## config.mk

```make
export PLATFORM = sky130hd
export DESIGN_NAME = read_resolve
export DESIGN_NICKNAME = d
export VERILOG_FILES = /design/src/verilog/core_config_pkg.sv /design/src/verilog/regfile_pkg.sv /design/src/verilog/read_resolve.sv
export SDC_FILE = /design/constraint.sdc
export NUM_CORES = 1
export LEC_CHECK = 0
export ABC_AREA = 1
export ABC_CLOCK_PERIOD_IN_PS = 1900
export BUFFER_PORTS_ARGS = -buffer_cell sky130_fd_sc_hd__buf_4
export CAP_MARGIN = 20
export CORE_AREA = 2 2 191 193
export DETAILED_ROUTE_END_ITERATION = 16
export DIE_AREA = 0 0 193 195
export SLEW_MARGIN = 20
export SYNTH_ARGS = -nofsm -noshare
export SYNTH_HDL_FRONTEND = slang
export SYNTH_SLANG_ARGS = --single-unit
```

## constraint.sdc

```tcl
create_clock -name vclk -period 1.9
set_clock_uncertainty 0.2 [all_clocks]
set_input_delay 0.38 -clock vclk [all_inputs]
set_output_delay 0.38 -clock vclk [all_outputs]
set_load 0.02 [all_outputs]
```

## src/verilog/core_config_pkg.sv

```systemverilog
`default_nettype none

// Sizes shared by the whole core
package core_config_pkg;

    // Width of one general purpose register
    localparam int DATA_WIDTH = 32;

    // Number of architectural registers, r0 included
    localparam int GPR_NUM = 32;

    // Bits needed to name one register
    localparam int REG_ADDR_WIDTH = $clog2(GPR_NUM);

endpackage

`default_nettype wire

```

## src/verilog/regfile_pkg.sv

```systemverilog
`default_nettype none

// Port counts and derived widths of the register file
package regfile_pkg;

    // Default port counts, two writers and four readers
    localparam int DEFAULT_WRITE_PORTS = 2;
    localparam int DEFAULT_READ_PORTS  = 4;

    // Width of one live value table entry
    // A single write port still needs a one bit index
    function automatic int bank_index_width(input int write_ports);
        int width;
        if (write_ports <= 1) begin
            width = 1;
        end else begin
            width = $clog2(write_ports);
        end
        return width;
    endfunction

endpackage

`default_nettype wire

```

## src/verilog/read_resolve.sv

```systemverilog
`timescale 1ns/1ps
`default_nettype none

// Read side of the register file
// Picks the live bank copy, then applies bypass, r0 and valid rules
module read_resolve #(
    parameter int WRITE_PORTS = regfile_pkg::DEFAULT_WRITE_PORTS,
    parameter int READ_PORTS  = regfile_pkg::DEFAULT_READ_PORTS
) (
    // Every bank copy, indexed [write port][read port]
    input  logic [WRITE_PORTS-1:0][READ_PORTS-1:0][core_config_pkg::DATA_WIDTH-1:0]
                                                                        bank_rdata_i,

    // Live bank per read port, from the table
    input  logic [READ_PORTS-1:0][regfile_pkg::bank_index_width(WRITE_PORTS)-1:0]
                                                                        live_bank_i,

    // Read request
    input  logic [READ_PORTS-1:0]                                       read_valid_i,
    input  logic [READ_PORTS-1:0][core_config_pkg::REG_ADDR_WIDTH-1:0]  read_addr_i,

    // Same-cycle writes, used for bypass
    input  logic [WRITE_PORTS-1:0]                                      we_i,
    input  logic [WRITE_PORTS-1:0][core_config_pkg::REG_ADDR_WIDTH-1:0] waddr_i,
    input  logic [WRITE_PORTS-1:0][core_config_pkg::DATA_WIDTH-1:0]     wdata_i,

    output logic [READ_PORTS-1:0][core_config_pkg::DATA_WIDTH-1:0]      read_data_o
);

    import core_config_pkg::*;
    import regfile_pkg::*;

    localparam int BANK_W = bank_index_width(WRITE_PORTS);

    // Value from the live bank copy
    logic [READ_PORTS-1:0][DATA_WIDTH-1:0] stored_data;
    // Value after bypass
    logic [READ_PORTS-1:0][DATA_WIDTH-1:0] bypass_data;

    // Bank select
    // Compare against each port index rather than index directly, so a
    // non power of two port count never reaches past the last bank
    always_comb begin
        for (int r = 0; r < READ_PORTS; r++) begin
            stored_data[r] = bank_rdata_i[0][r];
            for (int w = 1; w < WRITE_PORTS; w++) begin
                if (live_bank_i[r] == BANK_W'(w)) begin
                    stored_data[r] = bank_rdata_i[w][r];
                end
            end
        end
    end

    // Same-cycle bypass, highest matching write port wins
    always_comb begin
        for (int r = 0; r < READ_PORTS; r++) begin
            bypass_data[r] = stored_data[r];
            for (int w = 0; w < WRITE_PORTS; w++) begin
                if (we_i[w] && (waddr_i[w] == read_addr_i[r])) begin
                    bypass_data[r] = wdata_i[w];
                end
            end
        end
    end

    // Final masking
    // r0 reads zero even while being written, and so does any idle port
    always_comb begin
        for (int r = 0; r < READ_PORTS; r++) begin
            if (!read_valid_i[r] || (read_addr_i[r] == '0)) begin
                read_data_o[r] = '0;
            end else begin
                read_data_o[r] = bypass_data[r];
            end
        end
    end

endmodule

`default_nettype wire

```

# After elaboration in Yosys (flattened, before gate mapping)
# Index checks and enable logic that the tools add are counted.
dict set report word_totals {
  input_bits 360
  ramBits 0
  rom_bits 0
  elab_cells 44
  regBits 0
  mem_count 0
  latchBits 0
  output_inout_bits 128
}
dict set report classes {
  n_bitwise 0
  shift 0
  n_addsub 0
  mux 16
  n_eq_ne 8
  reduce_logical 20
  n_lt_le_gt_ge 0
  div_mod_pow 0
  n_mul 0
}
# operator n
set ops {}
lappend ops {{two-way mux 32 bit} 16}
lappend ops {{== test 5 bit} 8}
lappend ops {{logical NOT 5 bit} 4}
lappend ops {{logical AND 1 bit} 8}
lappend ops {{logical NOT 1 bit} 4}
lappend ops {{logical OR 1 bit} 4}

# Depth between registers and ports, before layout
dict set report depth {
  depth_word 5
  ltp_mapped 10
  ltp_nobuf 9
}

# Worst setup path before layout
# Ideal clock, no wire load.
dict set report synth_path {
  kind {in2out}
  from {input port live_bank_i[3] (netlist bit)}
  to {output port read_data_o[100] (netlist bit)}
  required_time_ns 1.320
  n_path_buf 2
  slack_ns -0.037
  path_stages 7
  arrival_time_ns 1.357
  cell_sequence {clkbuf_1 buf_2 mux2_2 nand2_1 nand3_1 nand2_1 inv_1}
}
# element line_no
set synth_rtl {}
lappend synth_rtl {{from (decl)} read_resolve.sv:16} ;# live_bank_i,
lappend synth_rtl {{to (decl)} read_resolve.sv:27} ;# output logic [READ_PORTS-1:0][core_config_pkg::DATA_WIDTH-1:0] read_data_o

==> Flow_metrics.wiki <==
{| class="wikitable"
! Metric !! Value
|-
| Global-route congestion overflow total || 0
|-
| Count of hold-fix buffers inserted at cts || 0
|-
| Final-report hold violation count || 0
|-
| Critical path capture point type || output port
|-
| First drt pass iteration count || 5
|-
| Cell Count Post-Placement || 2263
|-
| Largest net degree at the start of global routing || 45
|-
| I/O pin total || 488
|-
| Height of the die || 195 um
|-
| Fin crit period || 2.257 ns
|-
| Final RePlAce weighted congestion || 0.9080
|-
| Synth Warn # || 0
|-
| Launching element type of the critical path || input port
|-
| DRT Wirelength || 50.73 mm
|-
| Total setup violations reported at the end of the flow || 128
|-
| Initial antenna violation count || 1
|-
| Reported max-cap violation count || 0
|-
| Final layout net count || 2210
|-
| Placed Area || 11350 um2
|-
| Worst Hold Class || in2out
|-
| DRC || 0
|-
| Share of final-layout standard cells stronger than drive strength 1 || 57.58%
|-
| Cell types with the largest area share after synthesis || mux2_2 22%, nand2_1 21%, nand3_1 20%, nor2_1 16%, inv_1 8.6%
|-
| Average wire per standard cell || 21.96 um
|-
| Violated checks || negative setup slack
|-
| Switch Pwr || 1.963 mW
|-
| Pwr Total || 3.781 mW
|-
| Peak clock frequency supported by timing || 443.1 MHz
|-
| Mapped Cells || 1328
|-
| Met2 WL post-DR || 23.95 mm
|-
| Count of pins over their slew limit || 0
|-
| Highest-count cells in the layout ignoring fill and taps || 399 x buf_4, 295 x nand2_1, 222 x nor2_1
|-
| Worst Slack Setup Final || -0.3570 ns
|-
| Wire length of the first global-routing pass || 67.56 mm
|-
| Die Span X || 193 um
|-
| Max layer used || met4
|-
| Flip-flop and latch area || 0 um2
|-
| First-iteration detailed-routing DRC count || 746
|-
| Clk pwr share || 0%
|-
| Cell area after synthesis || 6604 um2
|-
| Worst max-slew margin expressed relative to the limit || 81.61%
|-
| Remaining antenna violation count || 0
|-
| Pwr Density || 269.7 nW/um2
|-
| Area share of the largest cell type after synthesis || 21.83%
|-
| Setup repair after global routing missed its margin || yes
|-
| Switching fraction of total power || 51.92%
|-
| Mean number of vias per cell || 4.771
|-
| Filler-free cell count of the finished design || 2310
|-
| Met3 wirelength from detailed routing || 3.809 mm
|-
| Die Outline Area || 37640 um2
|-
| Starting density of the core || 18.66%
|-
| Combinational share of power || 100.0%
|-
| Routed via count || 11020
|-
| Standard cell core area || 35400 um2
|-
| Quantity of I/O buffers inserted on ports || 488
|-
| Total number of placement rows || 69
|-
| Wire length on met1 || 21.80 mm
|-
| Cell internal pwr || 1.818 mW
|-
| Outcome || finished, violations left
|-
| Seq pwr share || 0%
|-
| Post-detail-place hpwl || 36.93 mm
|-
| Maximum fanout encountered on the critical timing path || 6
|-
| Vias in the first global route || 10600
|-
| Number of clock-tree buffers in the layout || 0
|-
| Post-Synthesis Mean Instance Area || 4.973 um2
|-
| Signed area change from the synthesized netlist to the final layout || 112.3%
|-
| Worst Hold Margin || 1.014 ns
|-
| Netlist cell types || 18
|-
| FF+latch count || 0
|-
| Worst supply voltage drop on vdd || 0.1568 mV
|-
| Post-Layout Inst Area || 14020 um2
|-
| Tightest Pin Transition || 0.2740 ns
|-
| Most common cell after layout, fill and taps aside || buf_4
|-
| Total GRT Usage || 24.13%
|-
| Largest area contributor in the netlist || mux2_2
|-
| Critical Path RT || 1.32 ns
|-
| Pleak || 7.578 nW
|-
| Portion of the post-synthesis area used by sequential elements || 0%
|-
| Kind of critical path || in2out
|-
| Final cycle utilization of the critical path || 118.8%
|-
| Post-Syn Nets || 1688
|-
| Data arrival time of the critical path || 1.68 ns
|}
==> per-layer routing <==
layer | GRT usage, % | up-vias
met5 | 0 | -
met4 | 5.331 | 0
met3 | 3.217 | 68
met2 | 41.56 | 616
met1 | 31.76 | 5103
li1 | - | 5235
==> repair_timing <==
action                                  in CTS  in global routing
gates resized for setup                    257                288
pin swaps                                   53                 76
cloned                                      15                 13
endpoints found under the hold margin        0                  0
buffers inserted                            18                 11
endpoints found under the setup margin     128                128
==> critical path: stages <==
cell,delay [ns]
buf_8,0.10
inv_2,0.05
nand2_1,0.12
nand2_2,0.10
nor2_4,0.20
buf_6,0.17
buf_12,0.15
nand3_2,0.08
nand3_2,0.08
nand2_1,0.06
inv_2,0.06
buf_6,0.11
==> power groups by stage <==
stage | Sequential (mW) | Combinational (mW) | Clock [mW]
5_1_grt | 0 | 4.00 | 0.0000000708
3_3_place_gp | 0 | 3.04 | 0
2_1_floorplan | 0 | 1.40 | 0
3_5_place_dp | 0 | 3.04 | 0
6_report | 0 | 3.78 | 0.0000000710
4_1_cts | 0 | 3.45 | 0
==> cell usage after synthesis, drive strengths merged <==
library cell	n
o21ai	9
nor2	291
clkbuf	10
buf	78
nand2	371
mux2	128
inv	162
nand3	269
nand4	3
a21oi	7
==> final timing paths <==
check | from | endpoint | slack [ns] | cells past startpoint
setup / recovery | read_addr_i[3] | read_data_o[23] | -0.36 | 12
hold / removal | wdata_i[32] | read_data_o[32] | 1.01 | 6
==> kinds of logic (layout without fill, tap and decap cells) <==
logic type | count (synthesis) | in the layout | share of synthesized area, %
AO/OA/AOI/OAI | 16 | 16 | 1.212
AND/OR/NAND/NOR | 934 | 934 | 59.51
other | 0 | 1 | 0
multiplexers | 128 | 128 | 21.83
buffers and inverters | 250 | 770 | 17.45
==> area by class of cell <==
type / instances / area [um2]
Timing Repair Buffer: 608 / 6162
Multi-Input combinational cell: 1078 / 6594
Tap cell: 461 / 576.8
Inverter: 162 / 683.2
Antenna cell: 1 / 2.502
Fill cell: 3804 / 21380
==> per-stage QoR <==
| step | worst slack [ns] | util [%] | TNS, ns |
|---|---|---|---|
| after floorplan | -0.03609 | - | -1.083 |
| after global placement | -0.6061 | 32.05 | -58.67 |
| after detailed placement | -0.5669 | 32.05 | -56.00 |
| after CTS | -0.4258 | 36.29 | -43.31 |
| after global routing | -0.4174 | 39.60 | -48.05 |
| final | -0.3570 | 39.60 | -38.44 |
Note: power is estimated with default switching activity, not from simulation.
