===== src/verilog/core_config_pkg.sv =====
`default_nettype none

// Sizes shared by the whole core
package core_config_pkg;

    // Width of one general purpose register
    localparam int DATA_WIDTH = 32;

    // Number of architectural registers, r0 included
    localparam int GPR_NUM = 32;

    // Bits needed to name one register
    localparam int REG_ADDR_WIDTH = $clog2(GPR_NUM);

endpackage

`default_nettype wire


===== src/verilog/reg_lutram.sv =====
`timescale 1ns/1ps
`default_nettype none

// One bank copy of the register set
// Single synchronous write port, single asynchronous read port
module reg_lutram (
    input  logic                                    clk,

    // Write port
    input  logic                                    wen_i,
    input  logic [core_config_pkg::REG_ADDR_WIDTH-1:0] waddr_i,
    input  logic [core_config_pkg::DATA_WIDTH-1:0]     wdata_i,

    // Read port
    input  logic [core_config_pkg::REG_ADDR_WIDTH-1:0] raddr_i,
    output logic [core_config_pkg::DATA_WIDTH-1:0]     rdata_o
);

    import core_config_pkg::*;

    // Register storage, one word per GPR
    logic [DATA_WIDTH-1:0] ram [GPR_NUM];

    // Write on the rising edge
    always_ff @(posedge clk) begin
        if (wen_i) begin
            ram[waddr_i] <= wdata_i;
        end
    end

    // Combinational read
    assign rdata_o = ram[raddr_i];

endmodule

`default_nettype wire


===== config.mk =====
export PLATFORM = sky130hd
export DESIGN_NAME = reg_lutram
export DESIGN_NICKNAME = d
export VERILOG_FILES = /design/src/verilog/core_config_pkg.sv /design/src/verilog/reg_lutram.sv
export SDC_FILE = /design/constraint.sdc
export NUM_CORES = 1
export LEC_CHECK = 0
export CAP_MARGIN = 20
export CORE_UTILIZATION = 55
export CTS_BUF_LIST = sky130_fd_sc_hd__clkbuf_4 sky130_fd_sc_hd__clkbuf_8
export DETAILED_ROUTE_END_ITERATION = 10
export DONT_BUFFER_PORTS = 1
export PLACE_DENSITY_LB_ADDON = 0.15
export REMOVE_ABC_BUFFERS = 1
export SYNTH_ARGS = -nofsm -noshare
export SYNTH_HDL_FRONTEND = slang
export SYNTH_SLANG_ARGS = --single-unit

===== constraint.sdc =====
create_clock -name clk -period 5 [get_ports clk]
set_input_delay 1.5 -clock clk [delete_from_list [all_inputs] [get_ports clk]]
set_output_delay 1.5 -clock clk [all_outputs]
set_load 0.03 [all_outputs]

Word level (Yosys, flattened, before mapping)
Memories as Yosys holds them, arrays and structs flattened.
Index checks and enable logic that the tools add are counted.
{ "classes": {"muxes": 2} }
{ "ops": {"columns": ["cell", "count"], "rows": [
  ["two-way mux 1 bit", 2]
]} }
{ "word_totals": {"regBits": 0, "mem_bits_rw": 1024, "input_bits": 44, "out_inout_bits": 32, "word_cells": 3, "memories": 1} }
{ "mem_list": {"columns": ["name", "depth", "word_bits", "rd", "rd_ports_with_merged_regs", "wr", "line", "text"], "rows": [
  ["ram", 32, 32, 1, 0, 1, "reg_lutram.sv:22", "logic [DATA_WIDTH-1:0] ram [GPR_NUM];"]
]} }

Depth between registers and ports, before layout
Gate-level depths: netlist of run 1.
{ "depth": {"depth_word": 2, "depth_mapped": 8, "depth_no_buf": 5} }

Worst setup path after synthesis of run 1
Ideal clock, no wire load.
{ "synth_timing": {"path_kind": "input to output", "from": "input port raddr_i[0] (netlist name)", "to": "output port rdata_o[25] (netlist name)", "arrival_ns": 2.773, "required_ns": 3.500, "slack_ns": 0.727, "cell_stages": 8, "cell_sequence": "buf_4 buf_6 buf_6 buf_6 mux2i_1 a22oi_1 a31oi_1 nand3_1"} }
{ "synth_via": {"elab_chain_cells": 1} }
{ "synth_rtl": {"columns": ["item", "line", "text"], "rows": [
  ["start: declaration", "reg_lutram.sv:15", "input logic [core_config_pkg::REG_ADDR_WIDTH-1:0] raddr_i,"],
  ["memory read (32 x 32 bit)", null, null],
  ["end: declaration", "reg_lutram.sv:16", "output logic [core_config_pkg::DATA_WIDTH-1:0] rdata_o"]
]} }
No other way between the ends.

Worst setup path in the final report of run 1
{ "layout_timing": {"from": "input port raddr_i[0] (netlist name)", "to": "output port rdata_o[13] (netlist name)"} }
Same word-level chain as after synthesis.

==> flow_summary.ini, run 1 <==
[drt]
wl_met1_um = 40400
viasPerCell = 6.02
routed_wl_um = 95100
top_layer = met4
vias = 20700
wl_per_cell_um = 27.6
drt_first_iter_violations = 2205
wl_met3_um = 7540
first_pass_iters = 5
wl_met2_um = 45400
drc = 0
ant_nets = 0

[setup_path]
setup.worst_path.start = raddr_i[0]
crit_chain = mux2i_1 -> a22o_1 -> nor3_1 -> a31oi_1 -> nand3_1 -> buf_4
crit_arrival_ns = 3.89
slowest_delay_ns = 0.72
path_class = primary input to primary output
required_ns = 3.50
crit_path_end_kind = primary output
cp-start-kind = primary input
worst_path_max_delay_cell = mux2i_1
critPathMaxFanout = 512

[die]
io_pins = 76
core.rowCount = 98
die_w_um = 271
dieHeight_um = 271
start_util_pct = 55.6
core_area_mm2 = 0.0716
dieArea_mm2 = 0.0735

[sta]
rsz0062_at_grt = no
hold_slack_ns = 0.785
fmaxAchievable_mhz = 185
finalWorstSetupSlack_ns = -0.395
fin_crit_ns = 5.39
period_share_pct = 108
finalHoldViolations = 0
tightest_slew_ns = 2.10
tns_ns = -5.50
slew_viol_final = 303
slew-limit-headroom_pct = -40.3
finalSetupViolations = 22

[clock_tree]
cts_root_buffer = clkbuf_8
htree_levels = 4
cts_setup_buffers = 0
ctsHoldBuffers = 0
clk_pin_slew_worst_paths_ns = 0.06
clockBufferDepth = 3
cts_tree = done
clock-sinks = 1024
numCtsBuffers = 162
post_cts_resized = 0

[placement]
dp.cells = 3154
place_congestion = 0.761
portBuffers = 0
hpwl_um = 47600

[status]
status = finished with violations
violations = slew limit, setup timing

[pwr]
clockPowerShare_pct = 39.8
irDropWorstVdd_mv = 0.221
p_int_uw = 13600
netSwitchingFraction_pct = 21.0
combPwrFrac_pct = 4.5
switchingPower_uw = 3600
seq_power_share_pct = 55.7
leakage_uw = 0.0156
pwr_density_cell_mw_per_mm2 = 385

[finish]
layout_commonest_cell = edfxtp_1
regArea_mm2 = 0.0307
drive_gt1_share_pct = 16.1
multi_input_area_mm2 = 0.00861
layout_common_cells = edfxtp_1 (1024), mux2i_1 (512), clkbuf_8 (166)
fill_cells = 5163
top_register = ram
largest_registers = ram: 1024 flops
finalNonFillerCells = 3447
areaGrowthSynthToFinish_pct = 12.2
nets = 2412
utilization_pct = 62.5
largest_reg_flops = 1024

[grt]
grt_pass1_wl_um = 137000
gr-total-overflow = 0
antenna_found_initial = 1
grt_usage_pct = 26.0
grt_max_degree = 513
grt_pass1_vias = 20900

[min_path]
hp-start = wdata_i[29]
hold_class = primary input to flip-flop

[yosys]
avgSynthCellArea_um2 = 17.9
ys_seq_area_share_pct = 77.2
ys_ff_latch = 1024
yosysWarnings = 0
synthCells = 2228
synth_area_mm2 = 0.0398
synth_cell_type_count = 24

[flow_run]
max-cap-violations = 0
synth_stat cells:
cell type,count,area (µm²)
a22oi_1,96,721
nand2b_1,2,12.5
nand3_1,98,490
a22o_1,64,561
clkbuf_1,46,173
buf_1,5,18.8
buf_6,15,169
a31oi_1,32,200
clkbuf_4,2,15.0
buf_2,26,130
nor3_1,32,160
nor2_1,34,128
and2b_1,1,7.51
nand2_1,98,368
or3_1,1,6.26
mux2i_1,512,5120
nor2b_1,1,6.26
nand3b_1,5,37.5
buf_4,33,248
a21oi_1,96,480
or3b_2,3,26.3
or2_2,1,6.26
and2_1,1,6.26
edfxtp_1,1024,30700
cell type report:
class | instances | area share (%)
multi-input combinational | 1077 | 19.3
timing repair buffer | 103 | 2.32
sequential | 1024 | 68.8
antenna | 3 | 0.0168
clock inverter | 61 | 0.839
clock buffer | 229 | 6.17
tap | 950 | 2.66
power groups by stage:
stage	Sequential, µW	Combinational [µW]	Clock, µW
final	9580	771	6850
after global routing	9580	790	7340
after CTS	9580	746	6950
after detailed placement	9760	742	0
after global placement	9750	739	0
after floorplan	9750	472	0
routing by layer:
| metal | up-vias | global-route usage [%] |
|---|---|---|
| met5 | - | 0 |
| met4 | 0 | 7.82 |
| met3 | 129 | 5.49 |
| met2 | 845 | 40.6 |
| met1 | 10600 | 37.0 |
| li1 | 9177 | - |
per-stage QoR:
step | power, µW | setup WS [ns] | instance area, µm²
2_1_floorplan | 10200 | -3.06 | 39100
3_3_place_gp | 10500 | 0.490 | 41600
3_5_place_dp | 10500 | 0.463 | 41600
4_1_cts | 17300 | 0.448 | 44700
5_1_grt | 17700 | 0.330 | 44700
6_report | 17200 | -0.395 | 44700
critical path, delay by kind of cell:
kind / cells / cell delay (ns)
AOI/OAI and AO/OA: 2 / 0.42
buffers and inverters: 1 / 0.21
muxes: 1 / 0.72
and+or+nand+nor: 2 / 0.21
cells by family after synthesis:
logic type | synth area share, %
buffers and inverters | 1.89
multiplexers | 12.9
flip-flops | 77.2
AND/OR/NAND/NOR | 3.15
AO/OA/AOI/OAI | 4.92
path summary, 6_finish.rpt:
check / cells after the start / endpoint / slack (ns)
worst max-delay path: 6 / rdata_o[13] / -0.39
worst min-delay path: 0 / ram[31][29]$_DFFE_PP_ / 0.78
Note: power is estimated with default switching activity, not from simulation.
==> run 2, diff against run 1 <==
PLACE_DENSITY = 0.7   (was default)
PLACE_DENSITY_LB_ADDON = default   (was 0.15)
==> run 2 against run 1 <==
Compared with the run above:
- the flow still finishes with violations (slew limit, setup timing)
- routed wire length decreased by 1.3%
- final cell count decreased by 0.20%
- worst hold slack improved by 0.0086 ns
- cell area about the same
==> flow_summary.ini, run 2 (same netlist as run 1, synthesis figures left out) <==
[setup_path]
crit_path_end_kind = primary output
worst_path_max_delay_cell = mux2i_1
slowest_delay_ns = 0.54
crit_chain = mux2i_1 -> a22oi_1 -> a31oi_1 -> nand3_1 -> buf_4
crit_arrival_ns = 3.77
cp_top_family = compound AO/OA/AOI/OAI gates
path_class = primary input to primary output
cp-start-kind = primary input
path_buf_inv = 1
critPathMaxFanout = 512
required_ns = 3.50

[finish]
nets = 2414
utilization_pct = 62.4
largest_reg_flops = 1024
layout_commonest_cell = edfxtp_1
fill_cells = 5031
drive_gt1_share_pct = 15.5
largest_registers = ram: 1024 flops
layout_common_cells = edfxtp_1 (1024), mux2i_1 (512), clkbuf_8 (163)
diodes = 0
top_register = ram
areaGrowthSynthToFinish_pct = 12.2

[clock_tree]
cts_tree = done
cts_setup_buffers = 0
clk_pin_slew_worst_paths_ns = 0.06
ctsHoldBuffers = 0
clock-sinks = 1024
numCtsBuffers = 156
htree_levels = 4
cts_root_buffer = clkbuf_8
post_cts_resized = 0
clockBufferDepth = 3

[sta]
tns_ns = -2.50
slew_viol_final = 164
tightest_slew_ns = 1.75
fmaxAchievable_mhz = 190
fin_crit_ns = 5.27
period_share_pct = 105
finalWorstSetupSlack_ns = -0.274
rsz0062_at_grt = no
finalHoldViolations = 0
slew-limit-headroom_pct = -16.8
finalSetupViolations = 16

[die]
io_pins = 76
core.rowCount = 98
core_area_mm2 = 0.0716
die_w_um = 271
start_util_pct = 55.6
dieHeight_um = 271
dieArea_mm2 = 0.0735

[placement]
place_congestion = 0.783
portBuffers = 0
hpwl_um = 49300

[drt]
wl_per_cell_um = 27.3
wl_met2_um = 44000
first_pass_iters = 6
viasPerCell = 6.12
wl_met3_um = 8510
ant_nets = 0
top_layer = met5
drt_first_iter_violations = 2610
drc = 0
vias = 21000
wl_met1_um = 39200
routed_wl_um = 93900

[pwr]
combPwrFrac_pct = 4.6
netSwitchingFraction_pct = 20.9
p_int_uw = 13400
irDropWorstVdd_mv = 0.184
seq_power_share_pct = 56.6
leakage_uw = 0.0155
switchingPower_uw = 3530
pwr_density_cell_mw_per_mm2 = 378
clockPowerShare_pct = 38.8

[status]
status = finished with violations
violations = slew limit, setup timing

[grt]
antenna_found_initial = 1
grt_max_degree = 513
grt_pass1_wl_um = 136000
grt_pass1_vias = 21300
gr-total-overflow = 0
grt_usage_pct = 25.5

[min_path]
hold_class = primary input to flip-flop

[flow_run]
max-cap-violations = 0
-- run 2: path summary, 6_finish.rpt --
| kind | startpoint | end | slack [ns] | depth (start not counted) |
|---|---|---|---|---|
| hold / removal | wdata_i[10] | ram[23][10]$_DFFE_PP_ | 0.79 | 0 |
| setup / recovery | raddr_i[0] | rdata_o[8] | -0.27 | 5 |
-- run 2: power by group through the flow --
stage	Clock [µW]	Sequential, µW	Combinational (µW)
3_5_place_dp	0	9760	749
3_3_place_gp	0	9750	743
5_1_grt	7020	9580	795
2_1_floorplan	0	9750	472
4_1_cts	6660	9580	752
6_report	6560	9580	774
-- run 2: metal layers --
metal / up-vias / track usage (%)
met2: 996 / 39.5
met3: 133 / 6.09
met5: - / 0
li1: 9204 / -
met4: 2 / 8.56
met1: 10700 / 35.9
-- run 2: metrics by stage --
| step | instance area, µm² | total power [µW] | setup slack, ns | hold WS (ns) | std cells |
|---|---|---|---|---|---|
| floorplan | 39100 | 10200 | -3.06 | 1.60 | 2101 |
| global placement | 41700 | 10500 | 0.373 | 1.60 | 3162 |
| detailed placement | 41700 | 10500 | 0.407 | 1.60 | 3162 |
| CTS | 44700 | 17000 | 0.381 | 0.739 | 3440 |
| global route | 44700 | 17400 | 0.316 | 0.751 | 3440 |
| finish | 44700 | 16900 | -0.274 | 0.793 | 3440 |
-- run 2: final cells by class --
| cell class | instances | area [µm²] | share of cell area (%) |
|---|---|---|---|
| clock buffers | 207 | 2570 | 5.76 |
| clock inverters | 71 | 395 | 0.884 |
| repair buffers | 111 | 1200 | 2.68 |
| well taps | 950 | 1190 | 2.66 |
| multi-input cells | 1077 | 8610 | 19.3 |
| flip-flops and latches | 1024 | 30700 | 68.8 |
