===== src/verilog/core_config_pkg.sv =====
`default_nettype none

// Sizes shared by the whole core
package core_config_pkg;

    // Width of one general purpose register
    localparam int DATA_WIDTH = 32;

    // Number of architectural registers, r0 included
    localparam int GPR_NUM = 32;

    // Bits needed to name one register
    localparam int REG_ADDR_WIDTH = $clog2(GPR_NUM);

endpackage

`default_nettype wire


===== src/verilog/regfile_pkg.sv =====
`default_nettype none

// Port counts and derived widths of the register file
package regfile_pkg;

    // Default port counts, two writers and four readers
    localparam int DEFAULT_WRITE_PORTS = 2;
    localparam int DEFAULT_READ_PORTS  = 4;

    // Width of one live value table entry
    // A single write port still needs a one bit index
    function automatic int bank_index_width(input int write_ports);
        int width;
        if (write_ports <= 1) begin
            width = 1;
        end else begin
            width = $clog2(write_ports);
        end
        return width;
    endfunction

endpackage

`default_nettype wire


===== src/verilog/last_valid_table.sv =====
`timescale 1ns/1ps
`default_nettype none

// Live value table
// Tracks which write port last wrote each register, so readers know
// which bank holds the current value
module last_valid_table #(
    parameter int WRITE_PORTS = regfile_pkg::DEFAULT_WRITE_PORTS,
    parameter int READ_PORTS  = regfile_pkg::DEFAULT_READ_PORTS
) (
    input  logic clk,
    input  logic arst_n_i,

    // Write side, one entry per write port
    input  logic [WRITE_PORTS-1:0]                                        we_i,
    input  logic [WRITE_PORTS-1:0][core_config_pkg::REG_ADDR_WIDTH-1:0]   waddr_i,

    // Lookup side, one entry per read port
    input  logic [READ_PORTS-1:0][core_config_pkg::REG_ADDR_WIDTH-1:0]    raddr_i,
    output logic [READ_PORTS-1:0][regfile_pkg::bank_index_width(WRITE_PORTS)-1:0]
                                                                          live_bank_o
);

    import core_config_pkg::*;
    import regfile_pkg::*;

    localparam int BANK_W = bank_index_width(WRITE_PORTS);

    // One bank index per register
    logic [GPR_NUM-1:0][BANK_W-1:0] lvt_q;

    // Update table
    // Ports are visited in ascending order, so when two ports hit the
    // same register the higher index is the one that sticks
    always_ff @(posedge clk or negedge arst_n_i) begin
        if (!arst_n_i) begin
            lvt_q <= '0;
        end else begin
            for (int w = 0; w < WRITE_PORTS; w++) begin
                if (we_i[w]) begin
                    lvt_q[waddr_i[w]] <= BANK_W'(w);
                end
            end
        end
    end

    // Lookup for every read port
    always_comb begin
        for (int r = 0; r < READ_PORTS; r++) begin
            live_bank_o[r] = lvt_q[raddr_i[r]];
        end
    end

endmodule

`default_nettype wire


===== config.mk =====
export PLATFORM = sky130hd
export DESIGN_NAME = last_valid_table
export DESIGN_NICKNAME = d
export VERILOG_FILES = /design/src/verilog/core_config_pkg.sv /design/src/verilog/regfile_pkg.sv /design/src/verilog/last_valid_table.sv
export SDC_FILE = /design/constraint.sdc
export NUM_CORES = 1
export LEC_CHECK = 0
export ABC_AREA = 1
export BUFFER_PORTS_ARGS = -buffer_cell sky130_fd_sc_hd__buf_2
export CAP_MARGIN = 20
export CORE_ASPECT_RATIO = 1.5
export CORE_MARGIN = 10
export CORE_UTILIZATION = 58
export CTS_CLUSTER_SIZE = 12
export DETAILED_ROUTE_END_ITERATION = 10
export PLACE_DENSITY = 0.83
export SLEW_MARGIN = 20
export SYNTH_ARGS = -nofsm -noshare
export SYNTH_HDL_FRONTEND = slang
export SYNTH_SLANG_ARGS = --single-unit

===== constraint.sdc =====
create_clock -name clk -period 1.05 [get_ports clk]
set_clock_uncertainty 0.05 [all_clocks]
set_input_delay 0.105 -clock clk [delete_from_list [all_inputs] [get_ports clk]]
set_output_delay 0.105 -clock clk [all_outputs]
set_load 0.02 [all_outputs]

# After elaboration in Yosys (flattened, before gate mapping)
# Index checks and enable logic that the tools add are counted.
[word_totals]
register_bits = 32
[op_classes]
n_reduce_logical = 2
magnitude_cmp = 8
mux = 14
bitwise_logic = 3
[ops]
columns = ["cell", "count"]
rows = [
  ["2-to-1 mux 32 bit", 2],
  ["< comparator 5 x 6 -> 1 bit, second input constant", 6],
  ["bitwise AND 32 bit", 1],
  ["inverter 32 bit", 1],
  ["bitwise OR 32 bit", 1],
  ["binary-select mux 1 bit (select 5 bit)", 4],
  ["demux 1 bit (select 5 bit)", 2],
  ["greater-or-equal comparator 5 x 1 -> 1 bit, second input constant", 2],
  ["2-to-1 mux 1 bit", 6],
  ["logical AND 1 bit", 2],
]

# Depth between registers and ports, before layout
# Gate-level depths: netlist of the first run.
[logic_depth]
ltp_word = 9
mapped_depth = 11
depth_no_buf = 9

# Worst setup path before layout of the first run
# Ideal clock, no wire load.
[synth_path]
kind = "flip-flop to output port"
startpoint = "reg lvt_q[21] (netlist name)"
endpoint = "out live_bank_o[2] (netlist name)"
n_path_buf = 0
t_required_ns = 0.895
stages_incl_launch_ff = 9
arrival_ns = 0.899
path_slack_ns = -0.004
cell_sequence = "dfrtp_1 > nand2_1 > nand3_1 > nand3_1 > nand2_1 > nand2_1 > nand2_1 > nand2_1 > nand2_1"
[synth_rtl]
columns = ["item", "line_no", "rtl"]
rows = [
  ["from (decl)", "last_valid_table.sv:30", "logic [GPR_NUM-1:0][BANK_W-1:0] lvt_q;"],
  ["from (signal, indexed assignment)", "last_valid_table.sv:41", "lvt_q[waddr_i[w]] <= BANK_W'(w);"],
  ["to (decl)", "last_valid_table.sv:21", "live_bank_o"],
]

==> flow_metrics.py, run 1 <==
metrics = {
    "logic_synthesis": {
        "synth_cell_type_count": 9,
        "yosys.area.top_type": "dfrtp_1",
        "synth_async_sr_flop_share_pct": 100,
        "yosysMostFrequentCell": "nand2_1",
        "ys_ff_latch": 32,
        "syn_nets": 476,
        "synth-edff-count": 0,
        "yosysSeqAreaShare_pct": 29.8,
        "syn_inst": 442,
        "yosys_most_used_dff": "dfrtp_1",
        "postSynthAreaPerCell_sq_um": 6.07,
        "synth_commonest_cells": "180 x nand2_1, 120 x nand3_1, 64 x o21ai_0, 32 x dfrtp_1, 22 x inv_1",
        "yosysWarnings": 0,
        "synthTopCellsByArea": "dfrtp_1 30%, nand2_1 25%, nand3_1 22%",
        "synth_area_sq_um": 2690,
        "synth_top_cell_area_share_pct": 29.8,
    },
    "final_layout": {
        "final_core_util_pct": 72.8,
        "antenna_cells": 0,
        "layout-drive-gt1-share_pct": 25.4,
        "nets": 529,
        "top_register": "lvt_q",
        "syn2layout_area_growth_pct": 22.0,
        "largest_register_ffs": 32,
        "fin_area_sq_um": 3280,
        "largestRegisters": "lvt_q x32",
        "nFillCells": 400,
    },
    "clock_network": {
        "cts_buffers": 5,
        "root_buffer": "clkbuf_8",
        "cts.sinks": 32,
        "clkLatencyLatePin_ns": 0.29,
        "path_clk_slew_ns": 0.07,
        "clk_path_buf_depth": 2,
        "cts_tree": "yes",
        "cts-htree-levels": 2,
    },
    "worst_setup_path": {
        "crit_fanout": 5,
        "critPathArrivalTime_ns": 1.42,
        "cp-start-kind": "flip-flop",
        "rr_startpoint": "lvt_q[14]",
        "r2r_cells": 4,
        "critPathRequiredTime_ns": 0.89,
        "r2r-end": "lvt_q[14]",
        "endpoint_kind": "primary output",
        "worstSetupPathType": "reg -> out",
        "rrSetupSlack_ns": 0,
    },
    "place": {
        "gp_congestion": 1.01,
        "io_buffer_count": 37,
        "place_area_sq_um": 3010,
        "detailed_place_hpwl_um": 6800,
    },
    "route": {
        "drtIter0Drc": 329,
        "vias_per_cell": 6.21,
        "drt-total-wl_um": 9320,
        "post_drt_wl_per_cell_um": 17.1,
        "first_pass_iters": 5,
        "dr_total_vias": 3378,
        "ant_nets": 0,
        "drc": 0,
    },
    "grt": {
        "grt_antenna_before_repair": 0,
        "grt_pass1_vias": 3230,
        "overflow": 0,
        "track_usage_pct": 25.7,
        "grt_start_max_net_pins": 33,
        "grt_first_pass_wirelength_um": 15500,
    },
    "pwr": {
        "vdd_drop_max_mv": 1.36,
        "p_total_mw": 5.01,
        "power_density_nw_per_um2": 1530,
        "p_leak_nw": 1.58,
    },
    "timing": {
        "hold_viol": 0,
        "rsz0062_at_grt": "true",
        "fmax_mhz": 636,
        "setup_viol": 5,
        "worstMarginPinSlew_ns": 0.391,
        "finalCritPeriodShare_pct": 150,
        "slew_headroom_pct": 73.8,
        "fin_crit_ns": 1.57,
        "fin_ws_ns": -0.523,
        "maxSlewViolCount": 0,
    },
    "die": {
        "die_x_um": 75.6,
        "ios": 38,
        "rows": 30,
        "dieArea_sq_um": 7810,
        "die-height_um": 103,
        "start_util_pct": 59.6,
        "core_sq_um": 4500,
    },
    "status": {
        "violations": "setup timing",
        "outcome": "finished, violations left",
    },
    "hold_path": {
        "worstHoldPathCells": 3,
        "min_to": "lvt_q[7]",
        "hp-class": "in -> reg",
        "hp-start": "waddr_i[7]",
    },
    "flow_run": {
        "maxCapViolations": 0,
    },
}
[how the worst max path moves through the flow]
stage                          from        endpoint
after floorplan           lvt_q[21]  live_bank_o[2]
after global placement    lvt_q[23]  live_bank_o[0]
after detailed placement  lvt_q[11]  live_bank_o[1]
after CTS                  lvt_q[6]  live_bank_o[1]
after global routing      lvt_q[21]  live_bank_o[2]
final                     lvt_q[10]  live_bank_o[1]
[power by group]
group	switching, mW	internal, mW	leakage [nW]	total, mW
Combinational	0.890	0.719	1.17	1.61
Sequential	0.636	1.58	0.355	2.22
Clock	0.481	0.701	0.0541	1.18
[layout make-up]
cell class                      count  area (sq um)  area share (%)
Multi-Input combinational cell    364          1660            50.6
Sequential cell                    32           841            25.7
Timing Repair Buffer               62           475            14.5
Inverter                           30           133            4.05
Clock buffer                        5          68.8            2.10
Tap cell                           48          60.1            1.83
Clock inverter                      3          42.5            1.30
[cells in the final DEF (no fill, tap or decap)]
cell	count
o21ai_0	61
buf_2	33
o21ai_1	3
nand2_1	170
clkbuf_8	5
buf_4	18
nand3_2	7
buf_12	6
inv_1	22
nand3_1	113
clkinv_2	1
dlygate4sd3_1	1
clkinvlp_4	1
nand2_2	10
dfrtp_2	32
inv_2	4
inv_6	4
buf_6	4
bufinv_16	1
[cell families after synthesis]
kind of cell	Yosys count	synth area share, %
AO/OA/AOI/OAI	64	11.9
buffers and inverters	46	10.7
flip-flops	32	29.8
AND/OR/NAND/NOR	300	47.5
[metal layers]
metal  vias up  routed length, um  track usage (%)
met3        58                830             4.11
met2       223               4460             42.1
met1      1510               3310             28.7
li1       1587                  -                -
met4         0                712             19.5
met5         -                  0                0
[critical path, cell delays in order (launching register included)]
cell and delay [ns]:
dfrtp_2 0.46, nand2_1 0.09, nand3_2 0.08, nand3_2 0.09, nand2_1 0.05, nand2_1 0.05
nand2_1 0.05, nand2_1 0.07, nand2_2 0.05, buf_6 0.12
[timing repair]
item | in CTS | in global routing
buffers inserted | 3 | 1
pin swaps | 31 | 23
gates resized for setup | 40 | 16
hold buffers | 1 | 0
endpoints found under the setup margin | 4 | 7
hold endpoints to repair | 32 | 0
[metrics by stage]
step           hold slack [ns]  instances  TNS (ns)  setup WS, ns
4_1_cts                  0.131        543     -2.01        -0.513
5_1_grt                  0.192        544     -2.48        -0.623
2_1_floorplan           -0.241        442         0        0.0207
3_5_place_dp            0.0907        531     -1.07        -0.260
3_3_place_gp            0.0861        531    -0.952        -0.248
6_report                 0.138        544     -2.06        -0.523
No activity file was read; power rests on OpenSTA's default activity.
==> inputs of run 2 (changes only) <==
--- a/config.mk
+++ b/config.mk
@@ -10,10 +10,11 @@
 export CAP_MARGIN = 20
 export CORE_ASPECT_RATIO = 1.5
 export CORE_MARGIN = 10
-export CORE_UTILIZATION = 58
+export CORE_UTILIZATION = 60
+export CTS_BUF_LIST = sky130_fd_sc_hd__clkbuf_8
 export CTS_CLUSTER_SIZE = 12
 export DETAILED_ROUTE_END_ITERATION = 10
-export PLACE_DENSITY = 0.83
+export PLACE_DENSITY = 0.85
 export SLEW_MARGIN = 20
 export SYNTH_ARGS = -nofsm -noshare
 export SYNTH_HDL_FRONTEND = slang
==> run 2 against run 1 <==
The run still ends with setup timing left. Critical path depth unchanged. Sequential power is essentially flat. Global-route usage shrank 0.63 points. Fmax about the same. Worst hold slack gained 0.018 ns. Largest cell class unchanged.
==> flow_metrics.py, run 2 (synthesis gave the netlist of run 1 again) <==
metrics = {
    "timing": {
        "fmax_mhz": 636,
        "fin_crit_ns": 1.57,
        "finalCritPeriodShare_pct": 150,
        "hold_viol": 0,
        "worstMarginPinSlew_ns": 0.391,
        "fin_ws_ns": -0.522,
        "maxSlewViolCount": 0,
        "rsz0062_at_grt": "true",
        "setup_viol": 4,
        "slew_headroom_pct": 74.0,
        "holdWs_ns": 0.156,
    },
    "pwr": {
        "switching_share_pct": 40.2,
        "switching_power_mw": 1.96,
        "pwr-share-clk_pct": 23.7,
        "p_total_mw": 4.88,
        "vdd_drop_max_mv": 1.93,
        "p_comb_share_pct": 31.2,
        "seqPwrFrac_pct": 45.1,
        "p_int_mw": 2.91,
        "power_density_nw_per_um2": 1510,
        "p_leak_nw": 1.55,
    },
    "clock_network": {
        "root_buffer": "clkbuf_8",
        "path_clk_slew_ns": 0.06,
        "cts_tree": "yes",
        "cts.sinks": 32,
        "cts-htree-levels": 2,
        "cts_buffers": 5,
        "clk_path_buf_depth": 2,
        "clkLatencyLatePin_ns": 0.29,
        "post_cts_buffers": 0,
    },
    "die": {
        "die-height_um": 102,
        "die_x_um": 74.6,
        "dieArea_sq_um": 7610,
        "start_util_pct": 62.7,
        "core_sq_um": 4280,
        "ios": 38,
        "rows": 29,
    },
    "grt": {
        "grt_start_max_net_pins": 33,
        "grt_first_pass_wirelength_um": 15000,
        "grt_antenna_before_repair": 0,
        "grt_busiest_layer": "met2",
        "track_usage_pct": 25.0,
        "grt_pass1_vias": 3108,
        "overflow": 0,
        "use_met1_pct": 28.7,
        "use_met2_pct": 41.5,
        "gr-usage-met3_pct": 3.39,
    },
    "route": {
        "dr_total_vias": 3432,
        "vias_per_cell": 6.44,
        "ant_nets": 0,
        "post_drt_wl_per_cell_um": 17.7,
        "drtIter0Drc": 458,
        "drt-total-wl_um": 9410,
        "drc": 0,
        "first_pass_iters": 7,
    },
    "final_layout": {
        "nFillCells": 361,
        "layout_common_cells": "170 x nand2_1, 111 x nand3_1, 64 x o21ai_0, 33 x buf_2, 29 x dfrtp_2",
        "final_common_cell": "nand2_1",
        "antenna_cells": 0,
        "top_register": "lvt_q",
        "layout-drive-gt1-share_pct": 23.6,
        "regArea_sq_um": 837,
        "largest_register_ffs": 32,
        "largestRegisters": "lvt_q x32",
        "syn2layout_area_growth_pct": 20.0,
        "multi_input_area_sq_um": 1670,
        "nets": 520,
    },
    "worst_setup_path": {
        "worstSetupPathType": "reg -> out",
        "crit_start": "lvt_q[14]",
        "rrSetupSlack_ns": 0.09,
        "r2r_cells": 3,
        "path_cells": "nand2_1, nand3_1, nand3_1, nand2_1, nand2_1, nand2_1, nand2_1, nand2_2, buf_6",
        "max_stage_delay_ns": 0.45,
        "r2r-end": "lvt_q[22]",
        "crit_fanout": 5,
        "path_common_cell": "nand2_1",
        "cp-start-kind": "flip-flop",
        "rr_startpoint": "lvt_q[22]",
        "critPathRequiredTime_ns": 0.89,
        "critPathArrivalTime_ns": 1.42,
        "endpoint_kind": "primary output",
        "slowest_stage": "dfrtp_1",
    },
    "place": {
        "detailed_place_hpwl_um": 6800,
        "gp_congestion": 0.990,
        "io_buffer_count": 37,
    },
    "flow_run": {
        "maxCapViolations": 0,
    },
    "hold_path": {
        "min_to": "lvt_q[6]",
        "hp-start": "waddr_i[7]",
        "hp-class": "in -> reg",
        "worstHoldPathCells": 3,
    },
    "status": {
        "violations": "setup timing",
        "outcome": "finished, violations left",
    },
}
run 2: cell count changes in the layout (fill, tap and decap cells not counted), sizes merged:
cell / delta
buf: -9
clkinvlp: -1
inv: +1
run 2: worst max-delay path by stage:
stage | end | slack (ns) | depth (start not counted)
2_1_floorplan | live_bank_o[2] | 0.02 | 8
3_3_place_gp | live_bank_o[2] | -0.25 | 9
3_5_place_dp | live_bank_o[2] | -0.27 | 9
4_1_cts | live_bank_o[2] | -0.51 | 9
5_1_grt | live_bank_o[2] | -0.59 | 9
6_report | live_bank_o[0] | -0.52 | 9
run 2: critical path: cells and delay by family (launching register included):
kind | cells | cell delay [ns]
buffers and inverters | 1 | 0.12
flip-flops | 1 | 0.45
AND/OR/NAND/NOR | 8 | 0.55
run 2: power groups by stage:
stage | clock network (mW) | logic [mW] | registers, mW
finish | 1.16 | 1.52 | 2.20
global route | 1.19 | 1.72 | 2.20
CTS | 1.14 | 1.46 | 2.13
detailed placement | 0 | 1.40 | 2.10
global placement | 0 | 1.37 | 2.09
floorplan | 0 | 1.04 | 1.80
run 2: timing repair:
action / in CTS / in global routing
pin swaps: 23 / 16
endpoints found under the setup margin: 4 / 4
hold buffers: 1 / 0
resized for setup: 33 / 19
hold endpoints to repair: 32 / 0
run 2: routing by layer:
layer  vias up  part of all wire (%)
li1       1560                     -
met1      1541                    34
met2       269                    48
met3        62                    10
met4         0                   7.0
met5         -                     0
run 2: metrics by stage:
stage	area (sq um)	cells	setup TNS [ns]	setup slack, ns	utilization, %
after CTS	3160	533	-2.00	-0.515	73.7
after global placement	2980	524	-0.969	-0.248	69.7
final	3220	533	-2.05	-0.522	75.2
after global routing	3220	533	-2.33	-0.591	75.2
after detailed placement	2980	524	-1.17	-0.269	69.7
after floorplan	2700	442	0	0.0207	-
run 2: cell type report:
cell class | instances | area share (%)
clock buffer | 5 | 2.14
clock inverter | 3 | 1.20
inverter | 30 | 4.12
multi-input combinational | 364 | 51.7
sequential | 32 | 26.0
tap | 46 | 1.79
timing repair buffer | 53 | 13.0
==> inputs of run 3 (changes only) <==
--- a/config.mk
+++ b/config.mk
@@ -8,7 +8,6 @@
 export ABC_AREA = 1
 export BUFFER_PORTS_ARGS = -buffer_cell sky130_fd_sc_hd__buf_2
 export CAP_MARGIN = 20
-export CORE_ASPECT_RATIO = 1.5
 export CORE_MARGIN = 10
 export CORE_UTILIZATION = 60
 export CTS_BUF_LIST = sky130_fd_sc_hd__clkbuf_8
==> run 3 against run 2 <==
The run still ends with setup timing left. Die area is 0.73% lower. Highest routed layer unchanged. Count of clock-buffer cells in the layout unchanged. Sequential power rose by 4%. Via count decreased by 2.7%. Critical path depth did not move. Largest cell class unchanged. Clock power barely moved. Worst hold slack got worse by 0.014 ns. Power up 3.3%. Sequential cell count stayed put.
==> flow_metrics.py, run 3 (synthesis gave the netlist of run 1 again) <==
metrics = {
    "status": {
        "outcome": "finished, violations left",
        "violations": "setup timing",
    },
    "pwr": {
        "seqPwrFrac_pct": 45.2,
        "p_total_mw": 5.04,
        "power_density_nw_per_um2": 1520,
        "p_int_mw": 2.97,
        "p_leak_nw": 1.58,
        "switching_share_pct": 41.0,
        "vdd_drop_max_mv": 1.77,
        "pwr-share-clk_pct": 22.6,
        "switching_power_mw": 2.07,
        "p_comb_share_pct": 32.2,
    },
    "final_layout": {
        "syn2layout_area_growth_pct": 23.7,
        "final_common_cell": "nand2_1",
        "nFillCells": 344,
        "layout_common_cells": "152 x nand2_1, 99 x nand3_1, 62 x o21ai_0, 33 x buf_2, 31 x dfrtp_2",
        "antenna_cells": 0,
        "layout-drive-gt1-share_pct": 29.9,
        "regArea_sq_um": 840,
        "top_register": "lvt_q",
        "nets": 518,
        "fin_area_sq_um": 3320,
        "largest_register_ffs": 32,
        "largestRegisters": "lvt_q x32",
        "multi_input_area_sq_um": 1770,
    },
    "die": {
        "dieArea_sq_um": 7550,
        "die-height_um": 86.9,
        "start_util_pct": 61.7,
        "core_sq_um": 4350,
        "rows": 24,
        "ios": 38,
        "die_x_um": 86.9,
    },
    "timing": {
        "maxSlewViolCount": 0,
        "worstMarginPinSlew_ns": 0.384,
        "fin_ws_ns": -0.568,
        "finalCritPeriodShare_pct": 154,
        "setup_viol": 4,
        "final.setup.tns_ns": -2.13,
        "hold_viol": 0,
        "fmax_mhz": 618,
        "fin_crit_ns": 1.62,
        "rsz0062_at_grt": "true",
        "slew_headroom_pct": 74.3,
    },
    "route": {
        "vias_per_cell": 6.22,
        "dr_total_vias": 3338,
        "drtIter0Drc": 823,
        "drc": 0,
        "first_pass_iters": 6,
        "ant_nets": 0,
        "drt-total-wl_um": 9360,
        "post_drt_wl_per_cell_um": 17.4,
    },
    "worst_setup_path": {
        "path_common_cell": "nand2_1",
        "worstSetupPathType": "reg -> out",
        "max_stage_delay_ns": 0.49,
        "slowest_stage": "dfrtp_2",
        "crit_fanout": 5,
        "path_cells": "nand2_2, nand3_2, nand3_2, nand2_1, nand2_1, nand2_1, nand2_1, nand2_2, buf_6",
        "cp-start-kind": "flip-flop",
        "critPathArrivalTime_ns": 1.46,
        "endpoint_kind": "primary output",
        "critPathRequiredTime_ns": 0.89,
    },
    "clock_network": {
        "cts.sinks": 32,
        "clk_path_buf_depth": 2,
        "cts_tree": "yes",
        "cts-htree-levels": 2,
        "root_buffer": "clkbuf_8",
        "clkLatencyLatePin_ns": 0.29,
        "cts_buffers": 5,
        "path_clk_slew_ns": 0.07,
    },
    "grt": {
        "track_usage_pct": 24.2,
        "overflow": 0,
        "grt_pass1_vias": 3092,
        "grt_antenna_before_repair": 0,
        "grt_first_pass_wirelength_um": 14700,
        "grt_start_max_net_pins": 33,
    },
    "hold_path": {
        "hp-class": "in -> reg",
    },
    "place": {
        "detailed_place_hpwl_um": 6320,
        "place_ws_ns": -0.265,
        "gp_congestion": 0.964,
        "place_area_sq_um": 2970,
        "io_buffer_count": 37,
    },
    "flow_run": {
        "maxCapViolations": 0,
    },
}
==> run 3: layer usage <==
layer  share of wire [%]  vias to the layer above  track usage, %  wire (um)
met5                   0                        -               0          0
met4                 4.9                        0            12.7        457
met3                  13                       51            5.43       1230
met2                  45                      240            38.4       4210
met1                  37                     1486            29.7       3460
li1                    -                     1561               -          -
==> run 3: through the flow <==
stage               instances  util, %  hold WS, ns
detailed placement        527     68.2       0.0901
global route              537     76.3        0.170
floorplan                 442        -       -0.241
CTS                       536     72.2        0.141
global placement          527     68.2       0.0855
finish                    537     76.3        0.142
==> run 3: layout make-up <==
type,count,area share [%]
multi-input combinational,364,53.3
sequential,32,25.3
timing repair buffer,51,12.2
inverter,30,3.99
clock buffer,5,2.07
tap,52,1.96
clock inverter,3,1.17
==> run 3: power by group through the flow <==
| stage | Clock [mW] | Combinational [mW] | Sequential (mW) |
|---|---|---|---|
| 2_1_floorplan | 0 | 1.04 | 1.80 |
| 3_3_place_gp | 0 | 1.36 | 2.11 |
| 3_5_place_dp | 0 | 1.41 | 2.12 |
| 4_1_cts | 1.14 | 1.46 | 2.15 |
| 5_1_grt | 1.20 | 1.83 | 2.26 |
| 6_report | 1.14 | 1.62 | 2.28 |
==> run 3: path summary, 6_finish.rpt <==
kind	start	depth (start not counted)	slack [ns]	endpoint
setup / recovery	lvt_q[30]	9	-0.57	live_bank_o[0]
hold / removal	waddr_i[9]	3	0.14	lvt_q[19]
setup reg to reg	lvt_q[26]	3	0.04	lvt_q[26]
hold reg to reg	lvt_q[4]	2	0.56	lvt_q[4]
max in group asynchronous	arst_n_i	3	0.32	lvt_q[12]
min in group asynchronous	arst_n_i	3	0.31	lvt_q[26]
==> run 3: critical path: cells and delay by family (launching register included) <==
family                 cells  cell delay [ns]
AND/OR/NAND/NOR            8             0.57
flip-flops                 1             0.49
buffers and inverters      1             0.13
==> run 3: repair_timing <==
| item | CTS | global route |
|---|---|---|
| setup endpoints to repair | 4 | 5 |
| hold buffers | 1 | 0 |
| pin swaps | 11 | 37 |
| endpoints found under the hold margin | 32 | 0 |
| buffers inserted | 0 | 1 |
| gates resized for setup | 35 | 51 |
